`src/verilog/conv_params.svh`:
```
`ifndef CONV_PARAMS_SVH
`define CONV_PARAMS_SVH

// one signed feature or weight word
`define DATA_LEN 8
// signed accumulator and result width
`define ACC_LEN 24

`define READ_WORDS 9     // words per feature memory read
`define READS_PER_VEC 4  // reads packed into one vector
`define PHASES 8         // vectors summed into one row
`define ROWS 12          // rows per layer run
`define CHANNELS 4       // output channels

// vector buffer entries, also the initial credit count
`define FIFO_DEPTH 4

`define ADDR_LEN 9       // feature memory address

`endif

```
`src/verilog/conv_pkg.sv`:
```
`include "conv_params.svh"

package conv_pkg;

  // one feature memory read, nine signed words
  typedef struct packed {
    logic [`READ_WORDS-1:0][`DATA_LEN-1:0] w;
  } feat_word_t;

  // four reads plus the tags that place it in the layer
  typedef struct packed {
    logic [2:0] phase;
    logic [3:0] row;
    feat_word_t [`READS_PER_VEC-1:0] words;
  } feat_vec_t;

  // one nine-word weight entry for a channel/phase/beat
  typedef struct packed {
    logic [$clog2(`CHANNELS)-1:0] channel;
    logic [2:0] phase;
    logic [1:0] beat;
    feat_word_t data;
  } wt_wr_t;

  typedef struct packed {
    logic [3:0] row;
    logic [`CHANNELS-1:0][`ACC_LEN-1:0] acc;  // signed per channel
  } result_row_t;

endpackage

```
`src/verilog/feature_fetch.sv`:
```
`timescale 1ns/1ps
`include "conv_params.svh"

module feature_fetch
  import conv_pkg::*;
(
  input  logic                 clk,
  input  logic                 rst_n,
  input  logic                 start,
  output logic [`ADDR_LEN-1:0] feat_addr,
  input  feat_word_t           feat_data,
  output logic                 push,
  output feat_vec_t            vec_in,
  input  logic                 credit,
  output logic                 busy,
  input  logic                 row_done
);

  localparam int cred_len = $clog2(`FIFO_DEPTH) + 1;

  logic [cred_len-1:0] credit_cnt;
  logic [cred_len-1:0] inflight;  // vectors started but not pushed
  logic [3:0] row_cnt;
  logic [2:0] phase_cnt;
  logic [1:0] beat_cnt;
  logic [3:0] done_cnt;
  logic       fetching;
  logic       issue;
  logic       last_rd;
  logic       rd_vld;
  logic [1:0] rd_beat;
  logic [2:0] rd_phase;
  logic [3:0] rd_row;

  assign feat_addr = {row_cnt, phase_cnt, beat_cnt};  // row*32 + phase*4 + beat
  assign last_rd = (row_cnt == 4'(`ROWS - 1)) && (phase_cnt == 3'(`PHASES - 1)) &&
                   (beat_cnt == 2'(`READS_PER_VEC - 1));
  // a credit is reserved at beat 0, the rest of the vector follows
  assign issue = fetching && ((beat_cnt != 2'd0) || (credit_cnt > inflight));

  always_ff @(posedge clk) begin
    if (!rst_n) begin
      busy       <= 1'b0;
      fetching   <= 1'b0;
      row_cnt    <= '0;
      phase_cnt  <= '0;
      beat_cnt   <= '0;
      done_cnt   <= '0;
      credit_cnt <= cred_len'(`FIFO_DEPTH);
      inflight   <= '0;
      rd_vld     <= 1'b0;
      push       <= 1'b0;
    end else begin
      rd_vld <= issue;
      push   <= rd_vld && (rd_beat == 2'(`READS_PER_VEC - 1));  // last beat captured
      if (start && !busy) begin
        busy      <= 1'b1;
        fetching  <= 1'b1;
        row_cnt   <= '0;
        phase_cnt <= '0;
        beat_cnt  <= '0;
        done_cnt  <= '0;
      end else begin
        if (issue) begin
          if (last_rd)
            fetching <= 1'b0;
          if (beat_cnt == 2'(`READS_PER_VEC - 1)) begin
            beat_cnt <= '0;
            if (phase_cnt == 3'(`PHASES - 1)) begin
              phase_cnt <= '0;
              row_cnt   <= row_cnt + 4'd1;
            end else begin
              phase_cnt <= phase_cnt + 3'd1;
            end
          end else begin
            beat_cnt <= beat_cnt + 2'd1;
          end
        end
        if (row_done) begin
          if (done_cnt == 4'(`ROWS - 1)) begin
            busy     <= 1'b0;
            done_cnt <= '0;
          end else begin
            done_cnt <= done_cnt + 4'd1;
          end
        end
      end
      case ({push, credit})
        2'b10:   credit_cnt <= credit_cnt - 1'b1;
        2'b01:   credit_cnt <= credit_cnt + 1'b1;
        default: credit_cnt <= credit_cnt;
      endcase
      case ({issue && (beat_cnt == 2'd0), push})
        2'b10:   inflight <= inflight + 1'b1;
        2'b01:   inflight <= inflight - 1'b1;
        default: inflight <= inflight;
      endcase
    end
  end

  // read tags follow the one-cycle memory latency
  always_ff @(posedge clk) begin
    if (issue) begin
      rd_beat  <= beat_cnt;
      rd_phase <= phase_cnt;
      rd_row   <= row_cnt;
    end
    if (rd_vld) begin
      vec_in.words[rd_beat] <= feat_data;
      vec_in.phase          <= rd_phase;
      vec_in.row            <= rd_row;
    end
  end

  a_push_credit: assert property (@(posedge clk) disable iff (!rst_n)
    push |-> (credit_cnt != '0));

  a_credit_max: assert property (@(posedge clk) disable iff (!rst_n)
    credit_cnt <= cred_len'(`FIFO_DEPTH));

endmodule

```
`config.mk`:
```
export PLATFORM = sky130hd
export DESIGN_NAME = feature_fetch
export DESIGN_NICKNAME = d
export VERILOG_FILES = /design/src/verilog/conv_pkg.sv /design/src/verilog/feature_fetch.sv
export VERILOG_INCLUDE_DIRS = /design/src /design/src/verilog
export SDC_FILE = /design/constraint.sdc
export NUM_CORES = 1
export LEC_CHECK = 0
export BUFFER_PORTS_ARGS = -buffer_cell sky130_fd_sc_hd__buf_2
export CAP_MARGIN = 0
export CORE_MARGIN = 5
export CORE_UTILIZATION = 44
export CTS_CLUSTER_DIAMETER = 200
export DETAILED_ROUTE_END_ITERATION = 7
export PLACE_DENSITY = 0.75
export SYNTH_ARGS = -nofsm -noshare
export SYNTH_HDL_FRONTEND = slang
export SYNTH_SLANG_ARGS = --single-unit
```
`constraint.sdc`:
```
create_clock -name clk -period 6.05 [get_ports clk]
set_clock_uncertainty 0.15 [all_clocks]
set_input_delay 0.3025 -clock clk [delete_from_list [all_inputs] [get_ports clk]]
set_output_delay 0.3025 -clock clk [all_outputs]
set_load 0.05 [all_outputs]
```
==> results.cfg, run 1 <==
[outcome]
status = finished, final reports clean

[job]
max_cap_viol_count = 0

[hold_path]
hold_path_depth = 4
hp-start = credit
hold_path.class = input pin to flip-flop

[power_and_ir_drop]
largest_vdd_supply_drop_mv = 0.204
p_int_mw = 3.90
netSwitchingPower_mw = 1.15
power.density_cell_area_mw_per_mm2 = 347
pwr-share-seq_pct = 51.1
power.share.combinational_pct = 8.3
power_leakage_nw = 5.62
swShare_pct = 22.8
design_power_total_mw = 5.05
power_frac_clock_pct = 40.6

[synth]
synth_warnings = 0
asyncSetResetFlopFracSynth_pct = 0
synth.distinct_cells = 38
syn_area_sq_mm = 0.0104
post_synth_most_frequent_cells = edfxtp_1, dfxtp_1, ha_1, nand2_1, nor2_1
postSynthNetCount = 533
post-synth-top-area-fraction_pct = 87.9
post-synth-top-count-cell = edfxtp_1
synth-edff-count = 304
register_area_share_after_synthesis_pct = 92.3
number_of_instances_in_the_synthesized_netlist = 443
postSynthRegisterBits = 327
synthFlopType = edfxtp_1
netlist.top_cell.by_area = edfxtp_1
synth_area_per_cell_sq_um = 23.4
ys_top_cells_by_area = edfxtp_1, dfxtp_1, ha_1

[sta]
setup_total_negative_slack_ps = 0
timing.final.crit_share_pct = 56.0
achievable-frequency_ghz = 0.295
final.setup.worst_slack_ps = 2660
final_hold_violations = 0
normalized_max_slew_margin_pct = 25.2
finalMaxSlewViolations = 0
tightest_slew_ps = 1120
grt_setup_unrepaired = false
finalSetupViolCount = 0
post-route-min-period_ps = 3390

[critical_path]
timing.critical_path.fanout_max = 13
worst_path_max_delay_cell = nor2_1
reg2reg_depth = 12
cp-startpoint = credit_cnt[0]
cp_data_required_time_ps = 6360
crit_path_max_incr_delay_ps = 790
crit_buf_inv = 2
ordered_list_of_cells_on_the_worst_path = inv_1 > ha_1 > and3_4 > o21a_1 > nor2_1 > nand2_1 > ha_1 > inv_1 > fa_1 > xor2_1 > or3_1 > a21boi_0
critical_path.startpoint_type = flip-flop
worst-path-stages = 12
worst_r2r_startpoint = credit_cnt[0]
cp_top_delay_family = simple AND/OR/NAND/NOR gates
timing.critical_path.arrival_ps = 3690
cp-end-kind = flip-flop
setup.worst_path.class = flip-flop to flip-flop

[cts]
clk_root_buffer_cell = clkbuf_16
postCtsResizedCells = 0
worst_skew_pair.late_latency_ps = 530
cts-buffers-inserted = 31
cts_tree = yes
number_of_h_tree_branching_levels = 1
cts_num_sinks = 327
clock_tree.buffer_depth = 3
clkSlewWorstSetupHoldPaths_ps = 60

[place]
post-place-ws_ps = 2640
io_buffer_count = 382
gp_congestion = 0.832
dpl_cell_area_sq_mm = 0.0127
dp_cell_count = 1144
dp_hpwl_um = 19300

[floorplan]
num_rows = 56
die-height_um = 164
io_pins = 383
fp.dieArea_sq_mm = 0.0268
start_util_pct = 44.5
floorplan.die.width_um = 164
design.core.area_sq_mm = 0.0233

[drt]
drc = 0
drt_wl_total_um = 29300
num_vias = 6237
dr.first_iter.drc_count = 538
detail_route.first_pass.iterations = 7
wl_per_cell_um = 23.0
route.antenna.remaining_nets = 0
routed_via_density = 4.89

[finish]
number_of_non_filler_instances_in_the_completed_layout = 1276
multi_input_logic_area_sq_um = 779
layout.cell_area.non_filler_sq_mm = 0.0146
syn2layout_area_growth_pct = 40.3
nNetsFinal = 1023
num_antenna_cells = 0
fillerInstances = 1598
sequential_cell_area_sq_mm = 0.00959
final_layout_size_suffix_gt1_share_pct = 46.3

[grt]
maximum_number_of_pins_on_one_net_before_global_route_repair = 74
global_route_wire_length_before_repair_um = 40600
initial_antenna_violation_count = 0
grt-ovfl-total = 0
number_of_global_route_vias_before_repair = 6306
track_usage_pct = 20.6
==> power by group through the flow <==
stage                     Clock, mW  Combinational, mW  Sequential (mW)
after floorplan                   0             0.0794             2.80
after global routing           2.19              0.441             2.59
after CTS                      2.07              0.421             2.58
after global placement            0              0.373             2.63
after detailed placement          0              0.379             2.63
final                          2.05              0.420             2.58
==> logic make-up after synthesis <==
| family | count (synthesis) | synth area share, % |
|---|---|---|
| AO/OA/AOI/OAI | 26 | 1.59 |
| XOR/XNOR | 6 | 0.506 |
| adder cells (fa/ha/maj) | 13 | 1.71 |
| buffers and inverters | 12 | 0.446 |
| flip-flops | 327 | 92.3 |
| multiplexers | 4 | 0.385 |
| AND/OR/NAND/NOR | 55 | 3.05 |
==> sequential cells by signal (all words and copies together) (netlist names) <==
name and flops:
rd_row 4, rd_beat 2, row_cnt 4, rd_phase 3, credit_cnt 3, fetching 1, done_cnt 4, beat_cnt 2
rd_vld 1, phase_cnt 3, push 1, busy 1, vec_in 295, inflight 3
==> metrics by stage <==
stage / hold slack [ps] / util, %
6_report: 127 / 62.5
4_1_cts: 96.2 / 62.5
3_5_place_dp: 255 / 54.6
5_1_grt: 174 / 62.5
2_1_floorplan: 250 / -
3_3_place_gp: 256 / 54.6
==> worst min-delay path: cells and delay by family <==
family                   cells  cell delay [ps]
AO/OA/AOI/OAI                1              110
adder cells (fa/ha/maj)      1              200
buffers and inverters        1               90
AND/OR/NAND/NOR              1               70
==> worst paths after layout <==
path	slack, ps	to
worst min register to register	270	vec_in[290]
worst min-delay path	130	credit_cnt[2]
worst max register to register	2660	inflight[2]
worst max-delay path	2660	inflight[2]
==> layout make-up <==
| class | count | share of cell area [%] |
|---|---|---|
| timing repair buffer | 460 | 18.4 |
| clock inverter | 24 | 2.11 |
| inverter | 9 | 0.232 |
| sequential | 327 | 65.8 |
| multi-input combinational | 104 | 5.35 |
| clock buffer | 33 | 5.37 |
| tap | 319 | 2.74 |
==> per-layer routing <==
layer | vias to the layer above | GRT usage, % | wire, um
met5 | - | 0 | 0
met4 | 0 | 7.93 | 1120
met2 | 324 | 39.6 | 16400
met1 | 3120 | 21.4 | 9430
li1 | 2724 | - | -
met3 | 69 | 4.84 | 2350
==> cell usage in the layout (no fill, tap or decap), types with 4 or more instances in the layout <==
| cell | Yosys | routed |
|---|---|---|
| clkbuf_16 | 0 | 31 |
| o21ai_0 | 9 | 9 |
| clkinv_2 | 0 | 8 |
| edfxtp_1 | 304 | 304 |
| nor2b_1 | 4 | 4 |
| nand2_1 | 11 | 11 |
| nand3_1 | 4 | 4 |
| mux2i_1 | 4 | 4 |
| clkinv_1 | 0 | 4 |
| inv_1 | 9 | 9 |
| buf_2 | 1 | 382 |
| bufinv_16 | 0 | 7 |
| ha_1 | 11 | 11 |
| and2_1 | 5 | 5 |
| nor2_1 | 10 | 9 |
| dfxtp_1 | 23 | 23 |
| a21oi_1 | 8 | 8 |
| dlygate4sd3_1 | 0 | 75 |
==> what timing repair did <==
action	CTS	global route
endpoints found under the hold margin	301	0
hold buffers	75	0
buffers inserted	0	0
endpoints found under the setup margin	0	0
(Power assumes the default switching activity.)
==> inputs of run 2 (changes only) <==
--- a/config.mk
+++ b/config.mk
@@ -9,10 +9,10 @@
 export BUFFER_PORTS_ARGS = -buffer_cell sky130_fd_sc_hd__buf_2
 export CAP_MARGIN = 0
 export CORE_MARGIN = 5
-export CORE_UTILIZATION = 44
+export CORE_UTILIZATION = 49
 export CTS_CLUSTER_DIAMETER = 200
 export DETAILED_ROUTE_END_ITERATION = 7
-export PLACE_DENSITY = 0.75
+export PLACE_DENSITY = 0.79
 export SYNTH_ARGS = -nofsm -noshare
 export SYNTH_HDL_FRONTEND = slang
 export SYNTH_SLANG_ARGS = --single-unit
==> constraint.sdc (replaced) <==
create_clock -name clk -period 3.4 [get_ports clk]
set_clock_uncertainty 0.15 [all_clocks]
set_input_delay 0.17 -clock clk [delete_from_list [all_inputs] [get_ports clk]]
set_output_delay 0.17 -clock clk [all_outputs]
set_load 0.05 [all_outputs]
==> run 2 against run 1 <==
Compared with the run above:
- register-to-register slack lost 2200 ps
- combinational power rose by 80%
- global-route usage grew 2.5 points
- first-iteration DRC count decreased by 15%
- non-clock buffer count up 6
- critical path depth unchanged
- wire length decreased by 1.0%
- utilization is 6.5 points higher
- final cell count is 3.1% lower
- critical path type unchanged
- critical endpoint unchanged
==> results.cfg, run 2 (synthesis gave the netlist of run 1 again) <==
[critical_path]
setup.worst_path.class = flip-flop to flip-flop
ordered_list_of_cells_on_the_worst_path = inv_1 > ha_1 > and3_4 > o21a_1 > nor2_1 > nand2_1 > ha_1 > inv_1 > fa_1 > xor2_1 > or3_1 > a21boi_0
worst_path_max_delay_cell = dfxtp_1
cp-end-kind = flip-flop
crit_path_max_incr_delay_ps = 390
critical_path.startpoint_type = flip-flop
reg2reg_depth = 12
timing.critical_path.arrival_ps = 3260
timing.critical_path.fanout_max = 13
cp_data_required_time_ps = 3700

[finish]
nNetsFinal = 1028
layout_common_cells = buf_2, edfxtp_1, dlygate4sd3_1, clkbuf_16, dfxtp_1
num_antenna_cells = 0
number_of_non_filler_instances_in_the_completed_layout = 1236
syn2layout_area_growth_pct = 39.2
top_register = vec_in
largest_reg_flops = 295
final_layout_size_suffix_gt1_share_pct = 45.4
mostFrequentLayoutCell = buf_2

[grt]
global_route_wire_length_before_repair_um = 40900
number_of_global_route_vias_before_repair = 6257
track_usage_pct = 23.0
grt-ovfl-total = 0
initial_antenna_violation_count = 0
maximum_number_of_pins_on_one_net_before_global_route_repair = 43

[drt]
wl_per_cell_um = 23.5
dr.first_iter.drc_count = 459
routed_via_density = 5.12
detail_route.first_pass.iterations = 5
num_vias = 6331
drt_wl_total_um = 29000
drc = 0
route.antenna.remaining_nets = 0

[cts]
clock_tree.buffer_depth = 3
cts_setup_buffers = 0
cts_num_sinks = 327
postCtsResizedCells = 0
number_of_h_tree_branching_levels = 1
cts_tree = yes
clkSlewWorstSetupHoldPaths_ps = 60
cts-buffers-inserted = 30
clk_root_buffer_cell = clkbuf_16
worst_skew_pair.late_latency_ps = 530

[job]
max_cap_viol_count = 0

[sta]
normalized_max_slew_margin_pct = 55.3
final_hold_violations = 0
finalSetupViolCount = 0
setup_total_negative_slack_ps = 0
post-route-min-period_ps = 2960
tightest_slew_ps = 671
achievable-frequency_ghz = 0.338
grt_setup_unrepaired = false
finalMaxSlewViolations = 0
timing.final.crit_share_pct = 87.0

[place]
dp_cell_count = 1104
dp_hpwl_um = 19100
gp_congestion = 0.832
io_buffer_count = 382

[floorplan]
die-height_um = 156
fp.dieArea_sq_mm = 0.0242
num_rows = 53
design.core.area_sq_mm = 0.0210
io_pins = 383
floorplan.die.width_um = 156
start_util_pct = 49.6

[hold_path]
hold_path.class = input pin to flip-flop
hold_path_depth = 2

[power_and_ir_drop]
power_leakage_nw = 5.59
power.density_cell_area_mw_per_mm2 = 596
largest_vdd_supply_drop_mv = 0.375

[outcome]
status = finished, final reports clean
run 2: cell types whose count changed in the layout (fill, tap and decap cells not counted):
cell / before / now
buf_12: 0 / 2
buf_4: 3 / 5
bufinv_16: 7 / 3
clkbuf_1: 2 / 9
clkinv_1: 4 / 6
clkinv_2: 8 / 6
clkinv_4: 1 / 0
clkinvlp_4: 3 / 0
dlygate4sd3_1: 75 / 77
inv_8: 1 / 0
run 2: routing by layer:
metal / global-route usage (%) / up-vias / wire length (um)
met2: 43.4 / 413 / 16000
li1: - / 2732 / -
met5: 0 / - / 0
met3: 4.55 / 51 / 2510
met1: 26.5 / 3135 / 9650
met4: 6.84 / 0 / 845
run 2: report_power, final:
group          leakage, nW  internal (mW)  switching (mW)
Clock                0.468           1.89            1.37
Sequential            2.94           4.54          0.0540
Combinational         2.18          0.206           0.551
Total                 5.59           6.64            1.98
run 2: worst max-delay path, delay by kind of cell (launching register included):
family / cells / cell delay, ps
AO/OA/AOI/OAI: 2 / 520
XOR/XNOR: 1 / 180
adder cells (fa/ha/maj): 3 / 820
buffers and inverters: 2 / 120
flip-flops: 1 / 390
AND/OR/NAND/NOR: 4 / 680
run 2: timing repair:
item | CTS | global route
setup endpoints to repair | 0 | 0
hold buffers | 77 | 0
hold endpoints to repair | 302 | 0
run 2: area by class of cell:
type | count | area [sq um]
repair buffers | 466 | 2760
well taps | 275 | 344
clock buffers | 40 | 810
clock inverters | 15 | 143
fillers | 1304 | 6500
flip-flops and latches | 327 | 9590
inverters | 9 | 33.8
multi-input cells | 104 | 779
run 2: worst paths after layout:
| path | slack (ps) | endpoint | from |
|---|---|---|---|
| worst min register to register | 270 | vec_in[288] | rd_row[0] |
| worst max register to register | 440 | inflight[2] | credit_cnt[0] |
| worst max-delay path | 440 | inflight[2] | credit_cnt[0] |
| worst min-delay path | 240 | vec_in[122] | feat_data[50] |
run 2: per-stage QoR:
| stage | setup WS [ps] | cell area (sq um) | hold slack, ps | util, % | total power, mW |
|---|---|---|---|---|---|
| CTS | 437 | 14500 | 227 | 69.0 | 8.64 |
| floorplan | 207 | 10400 | 119 | - | 5.12 |
| detailed placement | 506 | 12700 | 239 | 60.8 | 5.36 |
| finish | 443 | 14500 | 245 | 69.0 | 8.61 |
| global placement | 573 | 12700 | 233 | 60.8 | 5.34 |
| global route | 189 | 14500 | 219 | 69.0 | 8.91 |
